### src/harness_bus_pkg.sv
`default_nettype none

package harness_bus_pkg;

  localparam int unsigned AddrWidth = 32;
  localparam int unsigned DataWidth = 32;
  localparam int unsigned StrbWidth = DataWidth / 8;

  typedef logic [AddrWidth-1:0] addr_t;
  typedef logic [DataWidth-1:0] data_t;
  typedef logic [StrbWidth-1:0] strb_t;

  // --------------------------------------------------
  // Request and response payloads
  // --------------------------------------------------
  typedef struct packed {
    addr_t addr;
    logic  we;
    data_t wdata;
    strb_t be;
  } bus_req_t;

  typedef struct packed {
    data_t rdata;
    logic  err;
  } bus_resp_t;

  // Decoded destination of a request
  typedef enum logic [1:0] {
    TGT_ROM,
    TGT_SRAM,
    TGT_CTRL,
    TGT_NONE
  } target_e;

  // Router FSM
  typedef enum logic [1:0] {
    ST_IDLE,
    ST_ACCESS,
    ST_RESP
  } router_state_e;

endpackage

`default_nettype wire

### src/harness_map_pkg.sv
`default_nettype none

package harness_map_pkg;

  // --------------------------------------------------
  // Address map
  // --------------------------------------------------
  localparam int unsigned RomWords  = 64;
  localparam int unsigned SramWords = 256;

  localparam logic [31:0] RomBase    = 32'h0000_1000;
  localparam logic [31:0] RomLength  = RomWords * 4;
  localparam logic [31:0] CtrlBase   = 32'h0000_2000;
  localparam logic [31:0] CtrlLength = 32'h0000_0010;
  localparam logic [31:0] SramBase   = 32'h8000_0000;
  localparam logic [31:0] SramLength = SramWords * 4;

  // Word indices inside the memories
  typedef logic [5:0] rom_idx_t;
  typedef logic [7:0] sram_idx_t;

  // --------------------------------------------------
  // Control registers
  // --------------------------------------------------
  typedef logic [3:0]  ctrl_off_t;
  typedef logic [31:0] exit_t;

  localparam ctrl_off_t ExitOffset  = 4'h0;
  localparam ctrl_off_t DbgEnOffset = 4'h4;

  // Upper half of every boot ROM word
  localparam logic [15:0] RomTag = 16'hB007;

  // Debug request hold-off after reset, shortened for simulation
  localparam int unsigned DebugDelayCycles = 20;
  typedef logic [$clog2(DebugDelayCycles + 1)-1:0] dbg_cnt_t;

endpackage

`default_nettype wire
### src/harness_ctrl_regs.sv
`timescale 1ns/1ps
`default_nettype none

module harness_ctrl_regs (
  input  logic                       clk_i,
  input  logic                       rst_ni,
  input  logic                       sel_i,
  input  logic                       we_i,
  input  harness_map_pkg::ctrl_off_t offset_i,
  input  harness_bus_pkg::data_t     wdata_i,
  output harness_bus_pkg::data_t     rdata_o,
  output harness_map_pkg::exit_t     exit_o,
  output logic                       dbg_en_o
);

  harness_map_pkg::exit_t exit_q;
  logic                   dbg_en_q;
  harness_bus_pkg::data_t rd_val;

  // Whole-word register writes
  always_ff @(posedge clk_i or negedge rst_ni) begin
    if (!rst_ni) begin
      exit_q   <= '0;
      dbg_en_q <= 1'b1;
    end else if (sel_i && we_i) begin
      unique case (offset_i)
        harness_map_pkg::ExitOffset:  exit_q   <= wdata_i;
        harness_map_pkg::DbgEnOffset: dbg_en_q <= wdata_i[0];
        default: ;
      endcase
    end
  end

  // Read mux, unused offsets read as zero
  always_comb begin
    rd_val = '0;
    unique case (offset_i)
      harness_map_pkg::ExitOffset:  rd_val = exit_q;
      harness_map_pkg::DbgEnOffset: rd_val[0] = dbg_en_q;
      default: ;
    endcase
  end

  always_ff @(posedge clk_i) begin
    if (sel_i && !we_i) begin
      rdata_o <= rd_val;
    end
  end

  assign exit_o   = exit_q;
  assign dbg_en_o = dbg_en_q;

endmodule

`default_nettype wire

### config.mk
export PLATFORM = sky130hd
export DESIGN_NAME = harness_ctrl_regs
export DESIGN_NICKNAME = d
export VERILOG_FILES = /design/src/harness_bus_pkg.sv /design/src/harness_map_pkg.sv /design/src/harness_ctrl_regs.sv
export SDC_FILE = /design/constraint.sdc
export NUM_CORES = 1
export LEC_CHECK = 0
export BUFFER_PORTS_ARGS = -buffer_cell sky130_fd_sc_hd__buf_2
export CELL_PAD_IN_SITES_DETAIL_PLACEMENT = 1
export CELL_PAD_IN_SITES_GLOBAL_PLACEMENT = 2
export CORE_MARGIN = 5
export CORE_UTILIZATION = 32
export DETAILED_ROUTE_END_ITERATION = 10
export HOLD_SLACK_MARGIN = 0.15
export PLACE_DENSITY_LB_ADDON = 0.1
export SLEW_MARGIN = 20
export SYNTH_ARGS = -nofsm -noshare
export SYNTH_HDL_FRONTEND = slang
export SYNTH_SLANG_ARGS = --single-unit
### constraint.sdc
create_clock -name clk_i -period 1.35 [get_ports clk_i]
set_clock_uncertainty 0.15 [all_clocks]
set_input_delay 0.0675 -clock clk_i [delete_from_list [all_inputs] [get_ports clk_i]]
set_output_delay 0.0675 -clock clk_i [all_outputs]
set_load 0.005 [all_outputs]
# Word-level counts from Yosys, hierarchy flattened

Index checks and enable logic that the tools add are counted.

Reductions and logical operators: 6
Multiplexer cells: 1
Equal/unequal tests: 1

Operator list:

| operator             | count |
|---|---|
| $eq A4 B3 Y1 const B | 1 |
| $logic_not A4 Y1     | 1 |
| $reduce_and A2 Y1    | 2 |
| $logic_and A1 B1 Y1  | 2 |
| $pmux W1 S2          | 1 |
| $logic_not A1 Y1     | 1 |

Word-level logic and storage cells: 12
Input port bits: 40
Output and inout port bits: 65
Register bits after elaboration: 65

# Longest topological paths before layout

Gate-level depths: netlist of run 1.

Word-level depth: 2
Gate-level depth with buffers: 5
Depth with buffers taken out: 3

# Least setup slack after synthesis of run 1

No wires, ideal clock.

Path kind: input port to flip-flop
Start point: input we_i
End point: register rdata_o[0], enable pin
Path buffers: 0
Required time: 0.775 ns
Arrival time: 1.520 ns
Library setup time: 0.425 ns
Cell stages on the path: 1
Slack: -0.745 ns
Cell sequence: nor2b_1

Cells in the longest elaborated chain, start to end: 2

RTL lines:

| what                   | line                    | text |
|---|---|---|
| start: declaration     | harness_ctrl_regs.sv:8  | `input logic we_i,` |
| $logic_not A1 Y1       | harness_ctrl_regs.sv:45 | `if (sel_i && !we_i) begin` |
| $logic_and A1 B1 Y1    | harness_ctrl_regs.sv:45 |  |
| end signal: assignment | harness_ctrl_regs.sv:46 | `rdata_o <= rd_val;` |
| end: declaration       | harness_ctrl_regs.sv:11 | `output harness_bus_pkg::data_t rdata_o,` |

No other way between the ends.
A chain may end at the register's enable or synchronous reset.

# Worst setup path in the final report of run 1

Start point: input we_i
End point: register rdata_o[15], enable pin

Same word-level chain as after synthesis.

==> results of run 1 <==
## power breakdown
part	total [µW]	internal [µW]	switching (µW)	leakage, µW
registers	2470	2320	156	0.000731
logic	782	523	258	0.000979
clock network	1640	937	702	0.0000991
## repair_timing
action,in CTS,in global routing
resized for setup,0,0
endpoints found under the hold margin,98,1
endpoints found under the setup margin,0,0
## kinds of logic after synthesis
| logic type | count (synthesis) |
|---|---|
| DFF | 65 |
| buffers and inverters | 7 |
| AOI/OAI and AO/OA | 1 |
| and+or+nand+nor | 36 |
| muxes | 33 |
## synth_stat cells (all sizes together)
| master | count |
|---|---|
| edfxtp | 32 |
| dfrtp | 32 |
| dfstp | 1 |
| and2 | 31 |
| a22o | 1 |
| clkbuf | 3 |
| nor4 | 1 |
| mux2 | 33 |
| nand3 | 1 |
| nor2b | 1 |
| nor4b | 1 |
| buf | 4 |
| and3 | 1 |
## final timing paths
kind | slack [ps] | end | startpoint | cells past startpoint
worst max-delay path | 80 | rdata_o[15] | we_i | 4
worst min-delay path | 40 | dbg_en_o | offset_i[3] | 4
worst max register to register | 300 | rdata_o[0] | exit_o[0] | 1
worst min register to register | 380 | exit_o[31] | exit_o[31] | 1
max in group asynchronous | 190 | exit_o[15] | rst_ni | 4
min in group asynchronous | 580 | exit_o[4] | rst_ni | 3
## through the flow
step	total power, µW	worst slack, ps	hold WS, ps	setup TNS (ps)	util (%)
2_1_floorplan	2817	-89.32	-378.1	-2680	-
3_3_place_gp	3213	-186.1	-190.3	-5455	40.72
3_5_place_dp	3230	-211.2	-186.1	-6244	40.72
4_1_cts	4973	91.20	17.70	0	47.85
5_1_grt	5141	65.14	30.71	0	47.85
6_report	4891	77.92	36.39	0	47.85
## layer usage
| layer | up-vias | share of wire, % | global-route usage, % |
|---|---|---|---|
| met2 | 59 | 50 | 22.02 |
| li1 | 812 | - | - |
| met5 | - | 0 | 0 |
| met1 | 854 | 42 | 15.52 |
| met4 | 0 | 0.97 | 5.285 |
| met3 | 5 | 7.7 | 4.448 |
## cell type report
type                       instances  area share (%)
sequential                        65           46.17
tap                              105           3.393
clock inverter                     4           1.066
multi-input combinational         70           19.26
clock buffer                      12           4.006
timing repair buffer             150           26.11
## state kept, by name, summed over array words and instances (netlist names)
signal / flops
dbg_en_o: 1
rdata_o: 32
exit_o: 32
## worst max-delay path, delay by kind of cell
family                 cells  cell delay [ps]
and+or+nand+nor            1              140
buffers and inverters      3              920
==> metrics.txt, run 1 <==
placed cell count=about 350; Synth Area in Adders=0%; Die Y=around 100 µm; min Tclk post-route=1272 ps; Simple-Gate Fraction of Synth Area=9.309%; most common cell after layout, fill and taps aside=buf_2; CTS buffer count=9; average size of a mapped cell=18.36 µm²; sequential area share after synthesis=68.57%; Synth top area share=36.85%; gpl congestion=0.6786; maxcap violations=0; root buf cell=clkbuf_8; largest net degree at the start of global routing=33; Post-Syn Area=between 2000 and 3000 µm²; share of cells above drive strength 1=54.15%; Post-DP HPWL=4.246 mm; CP max stage delay=~600 ps; grt ovf=0; critical path class=in -> reg; CTS tree=yes; vias in the first global route=1939; Clock Latency Late Sink=330 ps; area occupied by multi-input gates=between 700 and 800 µm²; leading area contributor after synthesis=edfxtp_1; Area after DPL=around 3300 µm²; initial antenna violation count=0; Max Clock Freq=0.7861 GHz; # clock sinks=65; vias per cell=4.261; DRC violations left=0; Fin. Hold Viols=0; Final period util=94.23%; slew margin rel.=between 70% and 80%; status=finished clean; Synth warnings=0; first-pass GRT wire length=9.867 mm; worst-margin pin slew=433.7 ps; Max VDD drop=0.0004891 V; Pleak=0.001809 µW; Non-Filler Cell Area, Final=3872 µm²; #FFs+latches synth=65; via count=between 1500 and 2000; CP max stage cell=dlygate4sd3_1; Worst EP required=1220 ps; crit-path cells=buf_2, dlygate4sd3_1, nor2b_4, buf_12; row count=33; drt wl/cell=15.48 µm; number of detailed-route iterations in the first pass=3; RSZ-0062 raised after global routing=false; # port buffers=104; register area=1788 µm²; net count after synthesis=182; Pins Over Slew Limit=0; CP endpoint kind=flop; Post-Layout Cell Count=~400; CP Max Fanout=32; final net count=336; post-synthesis mux area share=18.57%; Antenna Cells=0; Hold/Removal Path Class=in -> reg; Final Setup Violations=0; Core ar.=around 8000 µm²; Power Density=1263 nW/µm²; crit path DAT=1140 ps; CTS Hold Bufs=38; Global Route Usage Sum=13.16%; post-synthesis cell count=142; remaining antenna violation count=0; area grow syn2layout=48.51%; fill cell count=859; synth unique cells=16; Starting Density=32.22%; H-tree depth=3; top post-synthesis cells by area=edfxtp_1 (37%), dfrtp_1 (31%), mux2_4 (17%), and2_1 (7.2%), buf_12 (2.3%); WL final=between 6 and 7 mm; commonest cells after routing, fill and taps aside=buf_2 (104), dlygate4sd3_1 (38), dfrtp_1 (32), edfxtp_1 (32); CTS Buffer Depth=2; I/O Pins=105; initial DRC count=15; Compound-Gate Fraction of Synth Area=less than 1%; die width=100.3 µm; largest family of logic cells by synthesized area=multiplexers; Synth Area in XOR/XNOR=0%; buffers inserted by post-CTS timing repair=0; Critical Path Start Type=primary input; DIE AREA=about 10000 µm²; Worst-path clk slew=60 ps
Power figures use the tool's default switching activity.
==> inputs of run 2 (changes only) <==
RECOVER_POWER = 100   (was default)
==> run 2 against run 1 <==
Sequential share of layout area increased by 1.8 points. Clock power about the same. Clock-buffer cell count unchanged. Power decreased by 3.1%. Fmax increased by 0.10%. Combinational power decreased by 18%. Register-to-register slack about the same. Sequential power about the same. Worst setup slack improved by 1.3 ps. Critical path depth unchanged. Sequential cell count unchanged. Worst hold slack improved by 1.1 ps. Critical endpoint unchanged.
==> metrics.txt, run 2 (synthesized netlist as in run 1, its figures left out) <==
placed cell count=352; final net count=336; Switching Fraction=around a quarter; crit-path cells=buf_2, dlygate4sd3_1, nor2b_4, buf_12; share of cells above drive strength 1=33.22%; initial antenna violation count=0; # resized after CTS=0; Power Density=between 1000 and 1500 nW/µm²; Post-Layout Cell Count=just over 400; Switching Power=1113 µW; CTS buffer count=9; most common cell after layout, fill and taps aside=buf_2; worst-margin pin slew=575.2 ps; gpl congestion=0.6786; Max Clock Freq=about 0.79 GHz; status=finished clean; clock share of power=34.5%; R2R Path End=rdata_o[0]; Post-DP HPWL=4.246 mm; first-pass GRT wire length=9.867 mm; Non-Filler Cell Area, Final=3727 µm²; maxcap violations=0; Final Util=46.06%; area grow syn2layout=42.95%; I/O Pins=105; RSZ-0062 raised after global routing=false; Pleak=around 0.0016 µW; # port buffers=104; Global Route Usage Sum=between 10% and 20%; R2R depth=1; CP max stage cell=dlygate4sd3_1; Antenna Cells=0; DIE AREA=approximately 10000 µm²; Starting Density=between 30% and 40%; Die Y=100.3 µm; via count=1726; vias per cell=around 4.3; Core ar.=8093 µm²; commonest cells after routing, fill and taps aside=buf_2 (68), dlygate4sd3_1 (38), clkbuf_1 (36), dfrtp_1 (32), edfxtp_1 (32); sequential power share=52.0%; vias in the first global route=about 1900; DRC violations left=0; drt wl/cell=15.55 µm; RR Startpoint=exit_o[0]; CTS tree=yes; CP Max Fanout=32; Clock Latency Late Sink=330 ps; grt ovf=0; Power Total=4741 µW; WL final=roughly 6.3 mm; worst hold slack=around 37 ps; Int Pwr=3628 µW; Area after DPL=roughly 3300 µm²; slew margin rel.=61.65%; remaining antenna violation count=0; Max VDD drop=~0.00048 V; Worst Setup SP=we_i; CTS Hold Bufs=38; Fin. Hold Viols=0; buffers inserted by post-CTS timing repair=0; crit path to=rdata_o[15]; number of detailed-route iterations in the first pass=4; Final Setup Violations=0; Critical Path Start Type=primary input; CP endpoint kind=flop; CTS Buffer Depth=2; Hold/Removal Path Class=in -> reg; H-tree depth=3; die width=100.3 µm; Worst-path clk slew=60 ps; Final period util=between 90% and 100%; Pins Over Slew Limit=0; root buf cell=clkbuf_8; crit path DAT=1140 ps; initial DRC count=27; # clock sinks=65; largest net degree at the start of global routing=33; Worst EP required=1220 ps; CP max stage delay=roughly 600 ps; Logic pwr share=13.5%; critical path class=in -> reg; row count=33; min Tclk post-route=1271 ps; reg2reg setup slack=300 ps
run 2: worst min-delay path by stage:
stage	from	to	slack [ps]	cells after the start
after floorplan	rst_ni	exit_o[0]	-380	0
after global placement	rst_ni	exit_o[2]	-190	1
after detailed placement	rst_ni	exit_o[31]	-190	1
after CTS	offset_i[3]	dbg_en_o	20	4
after global routing	offset_i[3]	dbg_en_o	30	4
final	offset_i[3]	dbg_en_o	40	4
run 2: worst max-delay path: cells and delay by family:
family	cells	cell delay (ps)
simple gates	1	140
buf+inv	3	920
run 2: cell type report:
type / count / area (µm²)
Tap cell: 105 / 131.4
Multi-Input combinational cell: 70 / 648.1
Fill cell: 889 / 4365
Clock inverter: 4 / 41.29
Sequential cell: 65 / 1788
Timing Repair Buffer: 150 / 963.4
Clock buffer: 12 / 155.1
run 2: power by group through the flow:
stage	clock (µW)	combinational (µW)	sequential [µW]
after detailed placement	0	715	2520
final	1640	639	2460
after global routing	1770	713	2500
after floorplan	0	311	2510
after CTS	1690	803	2480
after global placement	0	704	2510
run 2: through the flow:
| step | worst slack [ps] | setup TNS (ps) |
|---|---|---|
| after floorplan | -89.32 | -2680 |
| after global placement | -186.1 | -5455 |
| after detailed placement | -211.2 | -6244 |
| after CTS | 91.20 | 0 |
| after global routing | 36.31 | 0 |
| final | 79.21 | 0 |
run 2: layer usage:
layer,track usage (%),wire (µm),vias to the layer above
met5,0,0,-
met3,4.448,473,5
met2,22.02,3117,59
met1,15.52,2662,852
li1,-,-,810
met4,5.285,60,0
