==> src/harness_bus_pkg.sv <==
`default_nettype none

package harness_bus_pkg;

  localparam int unsigned AddrWidth = 32;
  localparam int unsigned DataWidth = 32;
  localparam int unsigned StrbWidth = DataWidth / 8;

  typedef logic [AddrWidth-1:0] addr_t;
  typedef logic [DataWidth-1:0] data_t;
  typedef logic [StrbWidth-1:0] strb_t;

  // --------------------------------------------------
  // Request and response payloads
  // --------------------------------------------------
  typedef struct packed {
    addr_t addr;
    logic  we;
    data_t wdata;
    strb_t be;
  } bus_req_t;

  typedef struct packed {
    data_t rdata;
    logic  err;
  } bus_resp_t;

  // Decoded destination of a request
  typedef enum logic [1:0] {
    TGT_ROM,
    TGT_SRAM,
    TGT_CTRL,
    TGT_NONE
  } target_e;

  // Router FSM
  typedef enum logic [1:0] {
    ST_IDLE,
    ST_ACCESS,
    ST_RESP
  } router_state_e;

endpackage

`default_nettype wire

==> src/harness_map_pkg.sv <==
`default_nettype none

package harness_map_pkg;

  // --------------------------------------------------
  // Address map
  // --------------------------------------------------
  localparam int unsigned RomWords  = 64;
  localparam int unsigned SramWords = 256;

  localparam logic [31:0] RomBase    = 32'h0000_1000;
  localparam logic [31:0] RomLength  = RomWords * 4;
  localparam logic [31:0] CtrlBase   = 32'h0000_2000;
  localparam logic [31:0] CtrlLength = 32'h0000_0010;
  localparam logic [31:0] SramBase   = 32'h8000_0000;
  localparam logic [31:0] SramLength = SramWords * 4;

  // Word indices inside the memories
  typedef logic [5:0] rom_idx_t;
  typedef logic [7:0] sram_idx_t;

  // --------------------------------------------------
  // Control registers
  // --------------------------------------------------
  typedef logic [3:0]  ctrl_off_t;
  typedef logic [31:0] exit_t;

  localparam ctrl_off_t ExitOffset  = 4'h0;
  localparam ctrl_off_t DbgEnOffset = 4'h4;

  // Upper half of every boot ROM word
  localparam logic [15:0] RomTag = 16'hB007;

  // Debug request hold-off after reset, shortened for simulation
  localparam int unsigned DebugDelayCycles = 20;
  typedef logic [$clog2(DebugDelayCycles + 1)-1:0] dbg_cnt_t;

endpackage

`default_nettype wire
==> src/bus_router.sv <==
`timescale 1ns/1ps
`default_nettype none

module bus_router (
  input  logic                       clk_i,
  input  logic                       rst_ni,
  input  logic                       req_valid_i,
  output logic                       req_ready_o,
  input  harness_bus_pkg::bus_req_t  req_i,
  output logic                       resp_valid_o,
  input  logic                       resp_ready_i,
  output harness_bus_pkg::bus_resp_t resp_o,
  output harness_bus_pkg::bus_req_t  tgt_req_o,
  output logic                       rom_sel_o,
  output logic                       sram_sel_o,
  output logic                       ctrl_sel_o,
  input  harness_bus_pkg::data_t     rom_rdata_i,
  input  harness_bus_pkg::data_t     sram_rdata_i,
  input  harness_bus_pkg::data_t     ctrl_rdata_i
);

  harness_bus_pkg::router_state_e state_d, state_q;
  harness_bus_pkg::target_e       tgt_d, tgt_q;
  harness_bus_pkg::bus_req_t      req_d, req_q;
  harness_bus_pkg::addr_t         base;
  logic                           accept;

  function automatic logic in_region(harness_bus_pkg::addr_t addr,
                                     logic [31:0] rbase, logic [31:0] rlen);
    return (addr >= rbase) && (addr < rbase + rlen);
  endfunction

  // --------------------------------------------------
  // Address decode
  // --------------------------------------------------
  always_comb begin
    tgt_d = harness_bus_pkg::TGT_NONE;
    base  = '0;
    if (in_region(req_i.addr, harness_map_pkg::RomBase, harness_map_pkg::RomLength)) begin
      // ROM is read-only, a write falls through to the error path
      if (!req_i.we) begin
        tgt_d = harness_bus_pkg::TGT_ROM;
        base  = harness_map_pkg::RomBase;
      end
    end else if (in_region(req_i.addr, harness_map_pkg::SramBase,
                           harness_map_pkg::SramLength)) begin
      tgt_d = harness_bus_pkg::TGT_SRAM;
      base  = harness_map_pkg::SramBase;
    end else if (in_region(req_i.addr, harness_map_pkg::CtrlBase,
                           harness_map_pkg::CtrlLength)) begin
      tgt_d = harness_bus_pkg::TGT_CTRL;
      base  = harness_map_pkg::CtrlBase;
    end
    req_d      = req_i;
    req_d.addr = req_i.addr - base;
  end

  // --------------------------------------------------
  // Handshake FSM
  // --------------------------------------------------
  assign req_ready_o  = (state_q == harness_bus_pkg::ST_IDLE);
  assign resp_valid_o = (state_q == harness_bus_pkg::ST_RESP);
  assign accept       = req_valid_i && req_ready_o;

  always_comb begin
    state_d = state_q;
    unique case (state_q)
      harness_bus_pkg::ST_IDLE: begin
        if (accept) state_d = harness_bus_pkg::ST_ACCESS;
      end
      harness_bus_pkg::ST_ACCESS: state_d = harness_bus_pkg::ST_RESP;
      harness_bus_pkg::ST_RESP: begin
        if (resp_ready_i) state_d = harness_bus_pkg::ST_IDLE;
      end
      default: state_d = harness_bus_pkg::ST_IDLE;
    endcase
  end

  always_ff @(posedge clk_i or negedge rst_ni) begin
    if (!rst_ni) begin
      state_q <= harness_bus_pkg::ST_IDLE;
      tgt_q   <= harness_bus_pkg::TGT_NONE;
    end else begin
      state_q <= state_d;
      if (accept) tgt_q <= tgt_d;
    end
  end

  always_ff @(posedge clk_i) begin
    if (accept) req_q <= req_d;
  end

  // One select pulse during ST_ACCESS
  assign tgt_req_o  = req_q;
  assign rom_sel_o  = (state_q == harness_bus_pkg::ST_ACCESS) && (tgt_q == harness_bus_pkg::TGT_ROM);
  assign sram_sel_o = (state_q == harness_bus_pkg::ST_ACCESS) && (tgt_q == harness_bus_pkg::TGT_SRAM);
  assign ctrl_sel_o = (state_q == harness_bus_pkg::ST_ACCESS) && (tgt_q == harness_bus_pkg::TGT_CTRL);

  // Response mux, target data is held until the next select
  always_comb begin
    resp_o = '0;
    unique case (tgt_q)
      harness_bus_pkg::TGT_ROM:  resp_o.rdata = rom_rdata_i;
      harness_bus_pkg::TGT_SRAM: resp_o.rdata = sram_rdata_i;
      harness_bus_pkg::TGT_CTRL: resp_o.rdata = ctrl_rdata_i;
      default:                   resp_o.err   = 1'b1;
    endcase
  end

endmodule

`default_nettype wire

==> config.mk <==
export PLATFORM = sky130hd
export DESIGN_NAME = bus_router
export DESIGN_NICKNAME = d
export VERILOG_FILES = /design/src/harness_bus_pkg.sv /design/src/harness_map_pkg.sv /design/src/bus_router.sv
export SDC_FILE = /design/constraint.sdc
export NUM_CORES = 1
export LEC_CHECK = 0
export ABC_AREA = 1
export ABC_CLOCK_PERIOD_IN_PS = 2400
export BUFFER_PORTS_ARGS = -buffer_cell sky130_fd_sc_hd__buf_2
export CAP_MARGIN = 20
export CORE_AREA = 2 2 106 108
export CTS_CLUSTER_DIAMETER = 200
export DETAILED_ROUTE_END_ITERATION = 8
export DIE_AREA = 0 0 108 110
export GPL_TIMING_DRIVEN = 0
export PLACE_DENSITY = 0.79
export SLEW_MARGIN = 20
export SYNTH_ARGS = -nofsm -noshare
export SYNTH_HDL_FRONTEND = slang
export SYNTH_SLANG_ARGS = --single-unit
==> constraint.sdc <==
create_clock -name clk_i -period 2.4 [get_ports clk_i]
set_input_delay 0.12 -clock clk_i [delete_from_list [all_inputs] [get_ports clk_i]]
set_output_delay 0.12 -clock clk_i [all_outputs]
set_load 0.03 [all_outputs]
**Word level (Yosys, flattened, before mapping)**

Index checks and enable logic that the tools add are counted.
Widths: inputs -> output; s select.

- Register bits: 73
- Input bits: 169
- Output and inout bits: 107
- Word-level logic and storage cells: 43

- Add/sub/neg operators: 1
- Magnitude comparators: 6
- Eq/ne operators: 6
- Multiplexer cells: 13
- Reductions and logical operators: 11

Operator list:

| cell | count |
|---|---|
| $pmux 32 s3 | 1 |
| $mux 32 | 2 |
| $ge 32x13->1 const B | 1 |
| $ge 32x14->1 const B | 1 |
| $ge 32x32->1 const B | 1 |
| $lt 32x13->1 const B | 1 |
| $lt 32x14->1 const B | 1 |
| $lt 32x32->1 const B | 1 |
| $sub 32x32->32 | 1 |
| $mux 14 | 1 |
| $mux 13 | 1 |
| $mux 2 | 5 |
| $logic_and 1x1->1 | 7 |
| $pmux 2 s3 | 1 |
| $eq 2x1->1 const B | 2 |
| $eq 2x2->1 const B | 2 |
| $logic_not 2->1 | 2 |
| $ne 2x1->1 const B | 2 |
| $reduce_or 3->1 | 1 |
| $mux 1 | 2 |
| $reduce_and 2->1 | 1 |

**Logic depth before layout (Yosys ltp)**

- Depth in word-level cells: 6
- Gate-level depth with buffers: 14
- Mapped depth without buffers: 14

**Worst setup path after synthesis**

No wires, ideal clock.

- Path type: register to register
- From: register state_q[0]
- To: register req_q, in the netlist tgt_req_o[0], enable pin
- Setup time: 0.424 ns
- Arrival time: 2.426 ns
- Data required time: 1.976 ns
- Setup slack: -0.450 ns
- Cell stages (with the launch flop): 4
- Path buffers: 0
- Period minus slack after synthesis: 2.850 ns
- Path through: dfrtp_1 > nor2_1 > nand2_1 > inv_1

- Longest elaborated chain between the ends: 2

RTL lines:

| item | line | RTL |
|---|---|---|
| from (decl) | bus_router.sv:22 | `harness_bus_pkg::router_state_e state_d, state_q;` |
| from (signal assigned) | bus_router.sv:81 | `state_q <= harness_bus_pkg::ST_IDLE;` |
| from (signal assigned) | bus_router.sv:84 | `state_q <= state_d;` |
| $logic_not 2->1 | bus_router.sv:61 | `assign req_ready_o = (state_q == harness_bus_pkg::ST_IDLE);` |
| via req_ready_o | bus_router.sv:8 | `output logic req_ready_o,` |
| $logic_and 1x1->1 | bus_router.sv:63 | `assign accept = req_valid_i && req_ready_o;` |
| via accept | bus_router.sv:26 | `logic accept;` |
| to (signal assigned) | bus_router.sv:90 | `if (accept) req_q <= req_d;` |
| to (decl) | bus_router.sv:24 | `harness_bus_pkg::bus_req_t req_d, req_q;` |

The timed path passes the listed nets, and every way through them passes these cells.
A chain may end at the register's enable or synchronous reset.

==> results.sh <==
export IMPL_status="complete, no violations"
export IMPL_path_max_fanout=3
export IMPL_die_y_um=110
export IMPL_cts_setup_buffers=0
export IMPL_nets=859
export IMPL_r2r_start="state_q[1]"
export IMPL_crit_type="in -> reg"
export IMPL_rrSetupSlack_ns=0.69
export IMPL_start_kind="input port"
export IMPL_period_minus_slack_ns=2.21
export IMPL_cts_sinks=73
export IMPL_vdd_drop_max_mv=0.719
export IMPL_groute_usage_overall_pct=20.6
export IMPL_syn_area_per_cell_um2=10.6
export IMPL_grt_ovfl_total=0
export IMPL_finalCritPeriodShare_pct=92.1
export IMPL_total_power_mw=6.01
export IMPL_drt_antenna_violating_nets=0
export IMPL_hold_viol_final=0
export IMPL_dpl_hpwl_um=10200
export IMPL_drive_above_1_share_pct=49.0
export IMPL_grt_pass1_vias=3879
export IMPL_area_delta_synth_final_pct=61.5
export IMPL_cts_root_buf="clkbuf_8"
export IMPL_synth_ff_latch_count=73
export IMPL_drt_initial_drc_count=348
export IMPL_power_density_nw_per_um2=1010
export IMPL_slew_violations=0
export IMPL_ys_seq_area_share_pct=58.8
export IMPL_wl_per_cell_um=15.9
export IMPL_setup_viol=0
export IMPL_synth_fp_nets=521
export IMPL_die_area_um2=11900
export IMPL_max_freq_mhz=452
export IMPL_cts_tree="built"
export IMPL_end_kind="flop"
export IMPL_rsz0062_at_grt="no"
export IMPL_clkTransAtPathRegs_ns=0.08
export IMPL_fin_ws_ns=0.190
export IMPL_r2r_end="tgt_req_o[43]"
export IMPL_crit_chain="dlygate4sd3_1 > buf_2 > inv_1 > nand4_1 > inv_1 > ha_1 > inv_1 > fa_1 > inv_1 > nand2_2 > nor2_2 > nand3_1 > xor2_1"
export IMPL_dpl_cell_count=766
export IMPL_cts_inserted_buffers=9
export IMPL_finClkSkew_ns=0.0113
export IMPL_worstSetupEndpoint="tgt_req_o[67]"
export IMPL_ys_warn_count=0
export IMPL_dieWidth_um=108
export IMPL_fill_cells=895
export IMPL_core_area_um2=10700
export IMPL_wirelength_um=13300
export IMPL_cap_violations=0
export IMPL_firstDrtPassIters=5
export IMPL_maxSlewHeadroom_pct=71.4
export IMPL_tightest_slew_ns=0.428
export IMPL_critical_path_max_stage_delay_ns=0.53
export IMPL_tns_ns=0
export IMPL_cts_max_level=3
export IMPL_p_leak_nw=2.88
export IMPL_cp_common_cell="inv_1"
export IMPL_grt_pass1_wl_um=18600
export IMPL_antenna_found_initial=2
export IMPL_synthCells=349
export IMPL_syn_area_um2=3700
export IMPL_place_congestion=0.890
export IMPL_rows=38
export IMPL_synth_enable_flop_cells=69
export IMPL_worstPathRequired_ns=2.49
export IMPL_hp_class="in -> reg"
export IMPL_clk_latency_ns=0.34
export IMPL_dp_slack_ns=-0.203
export IMPL_io_buffers=275
export IMPL_cts_buffer_depth=2
export IMPL_drc=0
export IMPL_slowest_stage="dlygate4sd3_1"
export IMPL_synthArstFlopShare_pct=5.48
export IMPL_start_util_pct=34.6
export IMPL_ys_types=28
export IMPL_startpoint="req_i[36]"
export IMPL_ios=276
export IMPL_finalNonFillerCells=833
export IMPL_via_per_inst=4.79
export IMPL_arrival_ns=2.30
export IMPL_whs_path_depth=4
export IMPL_grt_max_degree=36
export IMPL_ff2ff_path_depth=5
export IMPL_num_vias=3990
export IMPL_holdCritStartpoint="resp_ready_i"
export IMPL_synthFlopType="edfxtp_1"
-- synthesized netlist by cell type, types with 3 or more instances --
cell       n  area [um^2]
xnor2_1    8         70.1
nand4_1    4         25.0
nand3_1   45          225
nor3_1     3         15.0
o211ai_2  19          238
clkbuf_1   4         15.0
a31oi_1    5         31.3
buf_2      8         40.0
xor2_1     7         61.3
a21oi_1    8         40.0
buf_4      3         22.5
nor2_4     3         33.8
nand2_1   65          244
edfxtp_1  69         2070
inv_1     43          161
nor2_2     5         31.3
a22oi_1    8         60.1
nor2_1    28          105
-- how the worst min path moves through the flow --
| stage | to | slack (ns) |
|---|---|---|
| detailed placement | state_q[0] | -0.07 |
| finish | state_q[1] | 0.03 |
| global route | state_q[1] | 0.05 |
| CTS | state_q[1] | 0.01 |
| global placement | state_q[0] | -0.08 |
| floorplan | state_q[0] | -0.18 |
-- final cells by class --
cell class / count / area, um^2 / share of cell area (%)
multi-input cells: 216 / 1280 / 21.4
clock inverters: 7 / 45.0 / 0.754
flip-flops and latches: 73 / 2170 / 36.4
repair buffers: 327 / 1920 / 32.2
well taps: 140 / 175 / 2.93
inverters: 45 / 173 / 2.89
diodes: 1 / 2.50 / 0.0419
plain buffers: 15 / 77.6 / 1.30
clock buffers: 9 / 124 / 2.07
-- routing by layer --
| layer | wire length (um) | track usage, % |
|---|---|---|
| met2 | 6770 | 35.2 |
| met4 | 253 | 8.42 |
| met3 | 1180 | 5.64 |
| met5 | 13 | 0 |
| met1 | 5040 | 24.6 |
-- cell families (layout without fill, tap and decap cells) --
group,after synthesis,after routing,share of synthesized area (%)
compound gates,41,41,10.2
xor+xnor,15,15,3.55
fa+ha+maj,3,3,1.22
buf+inv,60,403,6.66
flops,73,73,58.8
other cells,0,1,0
simple gates,157,157,19.6
-- worst max-delay path: cells and delay by family --
kind	cells	cell delay [ns]
buffers and inverters	6	0.93
adders and majority gates	2	0.54
and+or+nand+nor	4	0.55
xor gates and xnor gates	1	0.16
-- where the power goes --
group | switching [mW] | internal, mW
sequential | 0.0756 | 1.74
clock | 0.449 | 0.373
combinational | 2.39 | 0.982
total | 2.91 | 3.10
-- metrics by stage --
stage | hold slack (ns) | util, % | instance area [um^2]
CTS | 0.0130 | 55.8 | 5970
global route | 0.0481 | 55.9 | 5980
detailed placement | -0.0703 | 49.6 | 5300
floorplan | -0.176 | - | 3700
global placement | -0.0754 | 49.1 | 5260
finish | 0.0347 | 55.9 | 5980
-- placed cells by master, fill, tap and decap left out, types with 3 or more instances in the layout --
cell type,instances
inv_1,42
a21oi_1,8
nand2_1,65
buf_4,3
nor3_1,3
xnor2_1,8
clkinv_2,3
a22oi_1,8
clkbuf_8,9
nor2_2,6
buf_2,283
clkbuf_1,4
o211ai_2,19
nor2_1,27
dlygate4sd3_1,50
nand4_1,4
a31oi_1,5
xor2_1,7
edfxtp_1,69
nand3_1,45
nor2_4,3
-- flip-flops by register name, indices dropped and copies added (netlist names) --
| signal | count |
|---|---|
| tgt_q | 2 |
| state_q | 2 |
| tgt_req_o | 69 |
-- what timing repair did --
item,CTS,global route
hold endpoints to repair,53,0
resized for setup,0,1
hold buffers,50,0
setup endpoints to repair,0,2
No activity file was read; power rests on OpenSTA's default activity.
