--- config.mk ---
export PLATFORM = sky130hd
export DESIGN_NAME = debug_req_gate
export DESIGN_NICKNAME = d
export VERILOG_FILES = /design/src/harness_map_pkg.sv /design/src/debug_req_gate.sv
export SDC_FILE = /design/constraint.sdc
export NUM_CORES = 1
export LEC_CHECK = 0
export ABC_AREA = 1
export BUFFER_PORTS_ARGS = -buffer_cell sky130_fd_sc_hd__buf_2
export CAP_MARGIN = 10
export CORE_AREA = 4 4 41 43
export DETAILED_ROUTE_END_ITERATION = 12
export DIE_AREA = 0 0 45 47
export GPL_ROUTABILITY_DRIVEN = 0
export MAX_ROUTING_LAYER = met4
export PLACE_DENSITY = 0.41
export SETUP_SLACK_MARGIN = 0.1
export SYNTH_ARGS = -nofsm -noshare
export SYNTH_HDL_FRONTEND = slang
export SYNTH_SLANG_ARGS = --single-unit
export TNS_END_PERCENT = 1
--- constraint.sdc ---
create_clock -name clk_i -period 1.5 [get_ports clk_i]
set_clock_uncertainty 0.1 [all_clocks]
set_input_delay 0.375 -clock clk_i [delete_from_list [all_inputs] [get_ports clk_i]]
set_output_delay 0.375 -clock clk_i [all_outputs]
set_load 0.02 [all_outputs]
--- src/harness_map_pkg.sv ---
`default_nettype none

package harness_map_pkg;

  // --------------------------------------------------
  // Address map
  // --------------------------------------------------
  localparam int unsigned RomWords  = 64;
  localparam int unsigned SramWords = 256;

  localparam logic [31:0] RomBase    = 32'h0000_1000;
  localparam logic [31:0] RomLength  = RomWords * 4;
  localparam logic [31:0] CtrlBase   = 32'h0000_2000;
  localparam logic [31:0] CtrlLength = 32'h0000_0010;
  localparam logic [31:0] SramBase   = 32'h8000_0000;
  localparam logic [31:0] SramLength = SramWords * 4;

  // Word indices inside the memories
  typedef logic [5:0] rom_idx_t;
  typedef logic [7:0] sram_idx_t;

  // --------------------------------------------------
  // Control registers
  // --------------------------------------------------
  typedef logic [3:0]  ctrl_off_t;
  typedef logic [31:0] exit_t;

  localparam ctrl_off_t ExitOffset  = 4'h0;
  localparam ctrl_off_t DbgEnOffset = 4'h4;

  // Upper half of every boot ROM word
  localparam logic [15:0] RomTag = 16'hB007;

  // Debug request hold-off after reset, shortened for simulation
  localparam int unsigned DebugDelayCycles = 20;
  typedef logic [$clog2(DebugDelayCycles + 1)-1:0] dbg_cnt_t;

endpackage

`default_nettype wire
--- src/debug_req_gate.sv ---
`timescale 1ns/1ps
`default_nettype none

module debug_req_gate (
  input  logic clk_i,
  input  logic rst_ni,
  input  logic dbg_en_i,
  input  logic debug_req_i,
  output logic debug_req_o
);

  harness_map_pkg::dbg_cnt_t cnt_q;
  logic                      window_done;

  assign window_done = (cnt_q == '0);

  // Hold-off counter, loaded at reset and stopping at zero
  always_ff @(posedge clk_i or negedge rst_ni) begin
    if (!rst_ni) begin
      cnt_q <= harness_map_pkg::dbg_cnt_t'(harness_map_pkg::DebugDelayCycles);
    end else if (!window_done) begin
      cnt_q <= cnt_q - 1'b1;
    end
  end

  // Request passes only after the window and while enabled
  assign debug_req_o = debug_req_i && window_done && dbg_en_i;

endmodule

`default_nettype wire

# --- Yosys cells after proc, flatten, opt, wreduce, memory -nomap -nowiden ---
# Cells that the tools add are included.
word_totals:
  output_inout_bits: 1
  register_bits: 5
classes:
  n_addsub: 1
  n_reduce_logical: 3
op_table:
  columns: ["cell", "n"]
  rows:
  - ["zero test 5 bit", 1]
  - ["subtractor 5 x 1 -> 5 bit, second input constant", 1]
  - ["logical AND 1 bit", 2]

# --- Longest topological paths before layout ---
# Gate-level depths: netlist of the first run.
logic_depth:
  depth_word: 3
  depth_mapped: 7
  depth_no_buf: 7

# --- Worst setup path before layout of the first run ---
# OpenSTA, ideal clock, no wires.
synth_path:
  kind: "register to output"
  start: "register cnt_q[0]"
  end: "output debug_req_o"
  required_ns: 1.025
  path_stages_with_launch: 7
  n_path_buf: 0
  path_slack_ns: -0.128
  arrival_time_ns: 1.153
  path_cell_list: "dfrtp_1 inv_1 ha_1 inv_1 nor2_4 nand2_4 nor2_1"
synth_between:
  elab_chain_len: 3
synth_rtl:
  columns: ["item", "line_no", "rtl"]
  rows:
  - ["from (decl)", "debug_req_gate.sv:12", "harness_map_pkg::dbg_cnt_t cnt_q;"]
  - ["from (signal assigned)", "debug_req_gate.sv:20", "cnt_q <= harness_map_pkg::dbg_cnt_t'(harness_map_pkg::DebugDelayCycles);"]
  - ["from (signal assigned)", "debug_req_gate.sv:22", "cnt_q <= cnt_q - 1'b1;"]
  - ["zero test 5 bit", "debug_req_gate.sv:15", "assign window_done = (cnt_q == '0);"]
  - ["logical AND 1 bit (2 in a row)", "debug_req_gate.sv:27", "assign debug_req_o = debug_req_i && window_done && dbg_en_i;"]
  - ["to (decl)", "debug_req_gate.sv:9", "output logic debug_req_o"]
# Every way passes these cells.

# --- Worst setup path after layout of the first run ---
layout_path:
  start: "register cnt_q[1]"
  end: "output debug_req_o"
# The elaborated chain is that of the path after synthesis.

==> results.md, run 1 <==
- The flow ran to the end, but the final reports show violations.
- The checks that failed: negative setup slack.
- The count of vias placed by the detailed router is 271.
- The first TritonRoute pass finished after 2 iterations.
- Dividing the detail-routed via count by the number of cells gives about 3.8.
- In this run the power density over the cells is just under 600 nW/um^2.
- Prior to clock tree synthesis, the placed netlist has a worst setup slack of -0.0293 ns.
- The register with the most flip-flops in the layout has 5 of them.
- The worst setup path is of the reg2out kind.
- Based on the critical path, the design can be clocked at up to roughly 0.59 GHz.
- Counting every sink on the clock net gives 5.
- Counting cells, the worst reg-to-reg path comes to 10.
- Wires add up to between 600 and 700 um.
- Setup violations remaining at the end of the flow were counted as 1.
- The synthesized instance count is 37.
- The minimum setup slack in the final design is -0.200 ns.
- By area the synthesized netlist is led by dfrtp_1 24%, dfstp_2 17%, inv_1 8.5%, ha_1 8.1%, nor2_4 7.3%.
- Summed over its instances, the top area cell type makes up 24.2% of the synthesized netlist area.
- The worst setup path is captured at a primary output.
- The die is 47 um tall.
- In the final routed layout, each cell accounts on average for about 9 um.
- The maximum net fanout on the critical path is 2.
- The first-pass GRT wire length is approximately 1.1 mm.
- The number of design rule violations left after detail routing is 0.
- The detail route stage leaves a number of antenna-violating nets equal to 0.
- The share of the core filled with cells is around 39%.
- The cell at the root of the clock tree is clkbuf_4.
- The synthesized netlist net count is 43.
- The share of the cycle needed by the critical path after routing is 113%.
- The largest registers in the layout are cnt_q (5).
- Among all stages on the critical path, the largest delay is contributed by dfrtp_1.
- The number of global-route vias before repair came to between 200 and 300.
- The region available for standard cell placement spans around 1300 sq um.
- The clock latency reported for the late side of the worst-skew pair is 0.23 ns.
- The fraction of layout cells with a size suffix above 1 is 61.4%.
- In this run the number of H-tree levels came out at 1.
- Traced cell by cell, the critical path runs through inv_2 > ha_4 > inv_2 > nor2_4 > nand2_4 > nor2_4 > buf_6.
- Data on the critical path is required at its endpoint by between 1 and 1.5 ns.
- From synthesis to final layout, the design area changed by 62.1%.
- Row generation in the floorplan step produced 13 rows.
- The largest total area in the synthesized netlist belongs to dfrtp_1.
- Input and output buffers added on the ports amount to 4.
- After the last flow step, the layout net total stands at 64.
- The number of library cell types mapped by synthesis is 13.
- Data arrives at the worst endpoint at approximately 1.2 ns.
- A synthesized cell averages approximately 8.4 sq um.
- The clock tree from TritonCTS is yes.
- The tool flagged a number of max-cap violations equal to 0.
- The combined global-route utilization of all metal layers is 8.20%.
- The relative slew slack is 89.0%.
- In this run the horizontal extent of the chip is between 40 and 50 um.
- The global-route congestion overflow total is 0.
- The count of synthesis-stage warnings from yosys is 0.
- In this run, the number of DRC markers left after iteration 0 of detailed routing was 1.
- The clock tree buffer depth is 2.
- In this run, CTS created clock tree buffers numbering 3.
- The number of antenna diodes is 0.
- The category of the worst setup path launch point is a register.
- The post-synthesis sequential area ratio is around 41%.
- The count of endpoints failing hold in the final timing report was 0.
- The worst supply voltage drop on vdd is approximately 0.33 mV.
- Entering global routing, the biggest net connects 6 pins.
- The initial antenna violation count is 0.
- The most flop-heavy register is cnt_q.
- The area of the mapped netlist is roughly 310 sq um.
- The initial core utilization is 23.8%.
- The die covers roughly 2100 sq um.
- The minimum period implied by the final worst setup slack is 1.70 ns.
- The largest stage delay on the critical path is roughly 0.38 ns.
- The final max-slew violation count is 0.
- Clock-pin slew was measured on the worst setup and hold paths at around 0.04 ns.
- 5 I/O pins were placed.
- Setup repair after global routing could not meet its margin everywhere.
- The total half-perimeter wirelength after legalization and detailed placement is around 440 um.
- The worst-margin pin slew is roughly 0.16 ns.
- For this design the static power due to leakage is approximately 0.25 nW.
- The path category of the worst min-delay check is in2async.
- The synthesis-stage register bit count is 5.
[cell usage after synthesis]
cell type,n
o21ai_2,1
nor2_2,2
a21oi_1,2
nand2_2,2
dfstp_2,2
inv_1,7
ha_1,2
dfrtp_1,3
nand2_4,1
nand2_1,5
nor2_1,4
nand3_1,4
nor2_4,2
[per-layer routing]
layer  up-vias  wire (um)  GRT usage (%)
met4         0          0           8.77
met2         4        343           13.3
met3         0         20           2.30
li1        151          -              -
met1       116        270           7.37
met5         -          0              -
[worst paths after layout]
path                            startpoint          end  slack [ns]
worst max-delay path              cnt_q[1]  debug_req_o       -0.20
max in group asynchronous           rst_ni     cnt_q[4]        0.71
worst min-delay path                rst_ni     cnt_q[3]        0.38
worst max register to register    cnt_q[1]     cnt_q[3]        0.01
worst min register to register    cnt_q[0]     cnt_q[0]        0.45
min in group clk_i                cnt_q[0]     cnt_q[0]        0.45
[what timing repair did]
item / 4_1_cts / 5_1_grt
hold buffers: 1 / 0
hold endpoints to repair: 3 / 0
pin swaps: 2 / 3
buffers inserted: 4 / 2
endpoints found under the setup margin: 1 / 6
gates resized for setup: 7 / 2
[cell type report]
| class | count | area (sq um) |
|---|---|---|
| inverters | 7 | 26.3 |
| well taps | 15 | 18.8 |
| fillers | 142 | 798 |
| repair buffers | 16 | 123 |
| clock buffers | 4 | 26.3 |
| multi-input cells | 25 | 181 |
| flip-flops and latches | 5 | 128 |
[stage by stage]
| stage | hold slack, ns | cells | cell area [sq um] | power [mW] | TNS, ns |
|---|---|---|---|---|---|
| after floorplan | -0.0206 | 37 | 318 | 0.142 | 0 |
| after global placement | 0.0891 | 61 | 394 | 0.149 | -0.0175 |
| after detailed placement | 0.0910 | 61 | 394 | 0.149 | -0.0293 |
| after CTS | 0.367 | 70 | 483 | 0.309 | -0.229 |
| after global routing | 0.387 | 72 | 503 | 0.322 | -0.499 |
| final | 0.385 | 72 | 503 | 0.298 | -0.200 |
[critical path: cells and delay by family, from the launching register on]
family / cells / cell delay, ns
flip-flops: 1 / 0.38
adder cells (fa/ha/maj): 1 / 0.13
buffers and inverters: 3 / 0.24
AND/OR/NAND/NOR: 3 / 0.25
[power breakdown]
part | internal, mW | switching [mW]
combinational | 0.00858 | 0.00704
sequential | 0.136 | 0
clock | 0.100 | 0.0470
[cell families (layout without fill, tap and decap cells)]
logic type | after synthesis | count (layout) | share of synthesized area [%]
and+or+nand+nor | 20 | 20 | 36.3
buffers and inverters | 7 | 27 | 8.47
DFF | 5 | 5 | 41.1
AOI/OAI and AO/OA | 3 | 3 | 6.05
adders and majority gates | 2 | 2 | 8.06
[cells in the final DEF, fill, tap and decap left out, types with 2 or more instances in the layout]
cell type,n
buf_4,10
inv_1,4
nand3_1,4
nand2_2,4
inv_2,3
nand2_1,3
nor2_4,3
nor2_1,3
clkbuf_4,3
dfrtp_1,3
buf_2,3
a21oi_1,2
nor2_2,2
dfstp_2,2
buf_6,2
Power figures use the tool's default switching activity.
==> inputs of run 2 (changes only) <==
--- a/config.mk
+++ b/config.mk
@@ -8,9 +8,9 @@
 export ABC_AREA = 1
 export BUFFER_PORTS_ARGS = -buffer_cell sky130_fd_sc_hd__buf_2
 export CAP_MARGIN = 10
-export CORE_AREA = 4 4 41 43
+export CORE_AREA = 10 10 47 49
 export DETAILED_ROUTE_END_ITERATION = 12
-export DIE_AREA = 0 0 45 47
+export DIE_AREA = 0 0 57 59
 export GPL_ROUTABILITY_DRIVEN = 0
 export MAX_ROUTING_LAYER = met4
 export PLACE_DENSITY = 0.41
@@ -18,4 +18,4 @@
 export SYNTH_ARGS = -nofsm -noshare
 export SYNTH_HDL_FRONTEND = slang
 export SYNTH_SLANG_ARGS = --single-unit
-export TNS_END_PERCENT = 1
+export TNS_END_PERCENT = 5
==> run 2 against run 1 <==
  * The flow still finishes with violations (negative setup slack)
  * Clock power about the same
  * Hold slack lost 0.0043 ns
  * Maximum frequency grew 1.1%
  * Largest power group unchanged
  * Critical path type unchanged
  * Clock-buffer cell count stayed put
  * Cell area grew 1.2%
  * Sequential power is essentially flat
==> results.md, run 2 (synthesis results as in run 1) <==
- The run finished, with violations left.
- The final reports fail on negative setup slack.
- The required arrival time at the worst endpoint was 1.02 ns (about the same).
- The core region area was 1400 sq um (+7.7%).
- The path depth of the worst reg2reg path was 9 (-1).
- The reg-to-reg endpoint is cnt_q[1].
- The minimum setup slack in the final design is -0.181 ns (+0.0193 ns).
- The horizontal die dimension is 57 um (+27%).
- The cell at the root of the clock tree is clkbuf_4.
- The final routed wirelength across all metal layers is 645 um (+1.7%).
- The reported leakage power is 0.246 nW (-1.9%).
- The max capacitance violation total is 0 (unchanged).
- The clock latency reported for the late side of the worst-skew pair is 0.23 ns (about the same).
- The chip height is 59 um (+26%).
- The area enclosed by the die boundary is 3360 sq um (+59%).
- The worst-margin pin slew is 0.172 ns (+0.00706 ns).
- The number of iterations in the first detailed-routing pass is 2 (unchanged).
- The largest registers in the layout are cnt_q (5).
- The initial antenna violation count was 0 (unchanged).
- The final max-slew violation count is 0 (unchanged).
- The clock tree buffer depth is 2 (unchanged).
- The post-detailed-route wirelength per cell came to 8.96 um (+1.7%).
- Leaving out fill and tap cells, the most frequent cells in the layout are 9 x buf_4, 5 x nand2_1, 4 x inv_2, 4 x nand3_1, 4 x nor2_2.
- The area added between synthesis and finish is 64.1%.
- The initial core utilization came to 22.1% (-1.7 points).
- The minimum period implied by the final worst setup slack was 1.68 ns (-0.0193 ns).
- The arrival time reported for the critical path endpoint came to 1.21 ns (-0.02 ns).
- The total half-perimeter wirelength after legalization and detailed placement is 471 um (+6.3%).
- The register with the most flip-flops in the final layout is cnt_q.
- The number of rows created at floorplan is 14 (+1).
- The global-route congestion overflow total is 0 (unchanged).
- The path category of the worst min-delay check is in2async.
- The critical path in this run is classified as reg2out.
- The slack of the worst reg-to-reg path is 0.15 ns (+0.14 ns).
- The number of global-route vias before repair is 332 (+18%).
- The H-tree depth is 1 (unchanged).
- The layout net count came to 63 (-1.6%).
- Setup repair after global routing could not meet its margin everywhere.
- The flip-flop count of the largest register after layout is 5 (unchanged).
- The number of buffers added by the clock tree synthesis step is 3 (unchanged).
- The register clock-pin slew on the reported worst setup and hold paths is 0.04 ns (about the same).
- The sort of element at the end of the critical path is a primary output.
- The category of the worst setup path launch point is a register.
- The final-layout worst hold slack was 0.380 ns (-0.00433 ns).
- The via count normalized by instance count is 3.96 (+5.2%).
- The fraction of layout cells with a size suffix above 1 is 64.3% (+2.9 points).
- The count of final setup violators is 1 (unchanged).
- The number of design rule violations left after detail routing was 0 (unchanged).
- The worst register-to-register path begins at cnt_q[1].
- The clock tree from TritonCTS is yes.
- The first-pass GRT wire length is 1.36 mm (+23%).
- The worst supply voltage drop on vdd is 0.393 mV (+17%).
- The share of the cycle needed by the critical path after routing is 112% (-1.3 points).
- The largest net degree at the start of global routing is 6 (unchanged).
- The maximum net fanout on the critical path came to 2 (unchanged).
- The count of vias placed by the detailed router came to 285 (+5.2%).
- The share of the core filled with cells is 36.3% (-2.3 points).
- The relative slew slack is 88.5% (-0.47 points).
- Leaving out fill and tap cells, the most frequent cell in the layout is buf_4.
- The count of routing violations after the opening detailed-route iteration came to 2 (+1).
- The maximum frequency from static timing analysis is 0.595 GHz (+1.1%).
- The total power per unit cell area is 588 nW/um^2 (-0.97%).
- The count of clock tree sinks was 5 (unchanged).
- The count of endpoints failing hold in the final timing report was 0 (unchanged).
- The antenna violation net count after detailed routing came to 0 (unchanged).
- The combined global-route utilization of all metal layers was 5.17% (-3.0 points).
- The total negative slack for setup checks came to -0.181 ns (+0.0193 ns).
- The number of antenna diodes came to 0 (unchanged).
- The total of buffers placed on input and output ports is 4 (unchanged).
- The count of boundary I/O pins came to 5 (unchanged).
## run 2: stage by stage
stage	worst slack, ns	instances	power, mW	cell area (sq um)
final	-0.181	72	0.299	509
after detailed placement	-0.0207	62	0.149	395
after floorplan	0.0252	37	0.142	318
after global placement	-0.0285	62	0.149	395
after CTS	-0.219	70	0.309	475
after global routing	-0.281	72	0.324	509
## run 2: how the worst max path moves through the flow
stage	startpoint	endpoint	slack [ns]	depth (start not counted)
2_1_floorplan	cnt_q[0]	debug_req_o	0.03	6
3_3_place_gp	cnt_q[1]	debug_req_o	-0.03	7
3_5_place_dp	cnt_q[1]	debug_req_o	-0.02	7
4_1_cts	cnt_q[0]	debug_req_o	-0.22	7
5_1_grt	cnt_q[1]	debug_req_o	-0.28	7
6_report	cnt_q[0]	debug_req_o	-0.18	7
## run 2: metal layers
layer	track usage [%]	routed length (um)	vias up
li1	-	-	150
met1	5.76	313	128
met2	7.44	284	5
met3	2.36	40	2
met4	3.02	6	0
met5	-	0	-
## run 2: critical path: stages, from the launching register on
cell and delay (ns):
dfrtp_1 0.38, inv_2 0.08, ha_4 0.13, inv_2 0.03
nor2_4 0.10, nand2_4 0.06, nor2_4 0.08, buf_6 0.11
## run 2: timing repair
action                                 CTS  global route
pin swaps                                2             5
setup buffers                            3             2
endpoints found under the hold margin    3             0
resized for setup                        7             5
hold buffers                             1             0
setup endpoints to repair                1             4
## run 2: power by group
part | total, mW | internal [mW] | switching [mW]
clock network | 0.148 | 0.100 | 0.0475
logic | 0.0158 | 0.00857 | 0.00727
registers | 0.136 | 0.136 | 0
total | 0.299 | 0.244 | 0.0548
## run 2: layout make-up
class	count	area (sq um)
Multi-Input combinational cell	25	194
Clock buffer	4	26.3
Fill cell	152	892
Tap cell	16	20.0
Sequential cell	5	128
Timing Repair Buffer	15	115
Inverter	7	26.3
==> inputs of run 3 (changes only) <==
--- a/config.mk
+++ b/config.mk
@@ -8,9 +8,9 @@
 export ABC_AREA = 1
 export BUFFER_PORTS_ARGS = -buffer_cell sky130_fd_sc_hd__buf_2
 export CAP_MARGIN = 10
-export CORE_AREA = 10 10 47 49
+export CORE_AREA = 5 5 42 44
 export DETAILED_ROUTE_END_ITERATION = 12
-export DIE_AREA = 0 0 57 59
+export DIE_AREA = 0 0 47 49
 export GPL_ROUTABILITY_DRIVEN = 0
 export MAX_ROUTING_LAYER = met4
 export PLACE_DENSITY = 0.41
==> run 3 against run 2 <==
  * The run still ends with negative setup slack left
  * Critical endpoint unchanged
  * Routed wire length up 0.31%
  * Sequential cell count unchanged
  * Cell count up 2.8%
  * Clock-buffer cell count unchanged
  * Clock power up 3%
  * Sequential power about the same
  * Cell area up 0.98%
  * Highest routed layer is now met3
  * Maximum frequency down 1.1%
  * Register-to-register slack worse by 0.13 ns
  * Largest cell class unchanged
  * Non-clock buffer count up 2
==> results.md, run 3 (synthesis results as in run 1) <==
- The initial core utilization is 22.1% (unchanged).
- The number of iterations in the first detailed-routing pass is 2 (unchanged).
- The cell at the root of the clock tree is clkbuf_4.
- The internal power of the cells is 245 uW (about the same).
- The slowest cell on the critical path is dfrtp_1.
- The horizontal die dimension is 47 um (-18%).
- The core region area is 1400 sq um (unchanged).
- The register clock-pin slew on the reported worst setup and hold paths is 0.04 ns (about the same).
- The minimum setup slack in the final design is -0.199 ns (-0.0182 ns).
- The final routed wirelength across all metal layers came to 647 um (+0.31%).
- The maximum net fanout on the critical path is 2 (unchanged).
- The sort of element at the end of the critical path is a primary output.
- The share of the core filled with cells came to 36.7% (+0.36 points).
- The worst supply voltage drop on vdd is 0.340 mV (-13%).
- The detailed router used layers up to and including met3.
- The combinational group share of total power was 5.2% (about the same).
- The count of boundary I/O pins is 5 (unchanged).
- The top cell types in the final layout, fill and taps aside, are 11 x buf_4, 4 x inv_1, 4 x nand2_2, 4 x nand3_1.
- The combined global-route utilization of all metal layers is 6.81% (+1.6 points).
- The slack of the worst reg-to-reg path is 0.02 ns (-0.13 ns).
- The largest net degree at the start of global routing is 6 (unchanged).
- The total instance count after detailed placement was 62 (unchanged).
- The power dissipated by switching net loads was 59.3 uW (+8.2%).
- The startpoint identified for the worst register-to-register timing path is cnt_q[0].
- The non-filler instance count after layout is 74 (+2.8%).
- The minimum period implied by the final worst setup slack is 1.70 ns (+0.0182 ns).
- The number of global-route vias before repair came to 269 (-19%).
- The post-detailed-route wirelength per cell is 8.74 um (-2.4%).
- The kind of critical path is reg2out.
- The fraction of layout cells with a size suffix above 1 is 63.8% (-0.49 points).
- The flow ran to the end, but the final reports show violations.
- The via count normalized by instance count came to 3.81 (-3.7%).
- The count of vias placed by the detailed router came to 282 (-1.1%).
- The maximum frequency from static timing analysis is 0.588 GHz (-1.1%).
- The portion of total power attributed to sequential cells is 44.6% (-0.8 points).
- The chip height is 49 um (-17%).
- The path category of the worst min-delay check is in2async.
- The worst-margin pin slew is 0.171 ns (-0.00147 ns).
- The required arrival time at the worst endpoint is 1.02 ns (about the same).
- The number of antenna diodes came to 0 (unchanged).
- The critical path goes through inv_2 > ha_4 > inv_2 > nor2_4 > nand2_4 > nor2_4 > buf_6.
- The worst slack at placement came to -0.0111 ns (+0.00967 ns).
- The total power per unit cell area was 591 nW/um^2 (+0.59%).
- The clock tree buffer depth is 2 (unchanged).
- The H-tree depth is 1 (unchanged).
- The clock tree from TritonCTS is yes.
- The initial antenna violation count is 0 (unchanged).
- The count of clock tree sinks is 5 (unchanged).
- The path depth of the worst reg2reg path is 10 (+1).
- The logic depth of the worst setup path including buffers was 7 (unchanged).
- The total negative slack for setup checks came to -0.199 ns (-0.0182 ns).
- The layout net count is 65 (+3.2%).
- The leading cell type in the layout, fill and taps excluded is buf_4.
- The power share of the clock group is 50.1% (+0.8 points).
- Setup repair after global routing could not meet its margin everywhere.
- The max capacitance violation total is 0 (unchanged).
- The wire length on met3 was 37 um (-7.5%).
- The clock latency reported for the late side of the worst-skew pair is 0.24 ns (about the same).
- The flip-flop count of the largest register after layout is 5 (unchanged).
- The largest stage delay on the critical path came to 0.38 ns (about the same).
- The area enclosed by the die boundary is 2300 sq um (-32%).
- The termination of the worst setup path is debug_req_o.
- The start point of the critical path is cnt_q[0].
- The count of endpoints failing hold in the final timing report came to 0 (unchanged).
- The category of cells accounting for the largest share of critical-path delay is flip-flops.
- The fill cell instance count of the final layout is 152 (unchanged).
- The count of routing violations after the opening detailed-route iteration was 2 (unchanged).
- The reg-to-reg endpoint is cnt_q[3].
- The count of final setup violators is 1 (unchanged).
- The worst path buffer plus inverter count is 3 (unchanged).
- The switching portion of total power is 19.5% (+1.2 points).
- The routed length on met2 is 333 um (+17%).
- The number of rows created at floorplan is 14 (unchanged).
- The arrival time reported for the critical path endpoint is 1.22 ns (about the same).
- The relative slew slack was 88.6% (+0.098 points).
- Compared with the post-synthesis result, the final layout area differs by 65.7%.
- The global-route congestion overflow total is 0 (unchanged).
- The final reports fail on negative setup slack.
- The most flop-heavy register is cnt_q.
- The final max-slew violation count is 0 (unchanged).
- The number of design rule violations left after detail routing is 0 (unchanged).
- The first-pass GRT wire length is 1.09 mm (-20%).
- The routed metal-1 wire length is 276 um (-12%).
- The number of buffers added by the clock tree synthesis step is 3 (unchanged).
- The sum of internal, switching and leakage power is 304 uW (+1.6%).
- The category of the worst setup path launch point is a register.
- The reported leakage power is 0.254 nW (+3.1%).
- The total of buffers placed on input and output ports is 4 (unchanged).
- The antenna violation net count after detailed routing is 0 (unchanged).
- The largest registers in the layout are cnt_q (5).
- The share of the cycle needed by the critical path after routing was 113% (+1.2 points).
-- run 3: cell count changes in the layout (fill, tap and decap cells not counted), sizes merged --
cell,delta
buf,+2
-- run 3: layout make-up --
| class | count | area, sq um | area share [%] |
|---|---|---|---|
| Tap cell | 16 | 20.0 | 3.89 |
| Clock buffer | 4 | 26.3 | 5.11 |
| Timing Repair Buffer | 17 | 130 | 25.3 |
| Sequential cell | 5 | 128 | 24.8 |
| Inverter | 7 | 26.3 | 5.11 |
| Multi-Input combinational cell | 25 | 184 | 35.8 |
-- run 3: repair_timing --
action | CTS | global route
gates resized for setup | 6 | 4
pin swaps | 3 | 2
buffers inserted | 4 | 3
hold buffers | 1 | 0
endpoints found under the setup margin | 1 | 6
endpoints found under the hold margin | 3 | 0
-- run 3: worst min path at each step --
stage                     startpoint        to  cells after the start
after global routing          rst_ni  cnt_q[1]                      2
final                         rst_ni  cnt_q[1]                      2
after global placement        rst_ni  cnt_q[0]                      1
after floorplan               rst_ni  cnt_q[0]                      0
after CTS                     rst_ni  cnt_q[0]                      2
after detailed placement      rst_ni  cnt_q[0]                      1
-- run 3: metrics by stage --
| step | instance area, sq um | hold WS [ns] |
|---|---|---|
| after detailed placement | 395 | 0.0979 |
| final | 514 | 0.381 |
| after CTS | 480 | 0.375 |
| after global placement | 395 | 0.0973 |
| after floorplan | 318 | -0.0206 |
| after global routing | 514 | 0.394 |
-- run 3: metal layers --
| layer | track usage [%] | up-vias |
|---|---|---|
| li1 | - | 154 |
| met3 | 1.11 | 0 |
| met2 | 9.95 | 5 |
| met4 | 4.15 | 0 |
| met5 | - | - |
| met1 | 8.44 | 123 |
-- run 3: power by group through the flow --
| stage | Sequential (mW) | Combinational [mW] | Clock [mW] |
|---|---|---|---|
| 6_report | 0.136 | 0.0159 | 0.152 |
| 5_1_grt | 0.135 | 0.0173 | 0.172 |
| 3_3_place_gp | 0.137 | 0.0116 | 0 |
| 3_5_place_dp | 0.137 | 0.0119 | 0 |
| 4_1_cts | 0.136 | 0.0164 | 0.161 |
| 2_1_floorplan | 0.137 | 0.00428 | 0 |
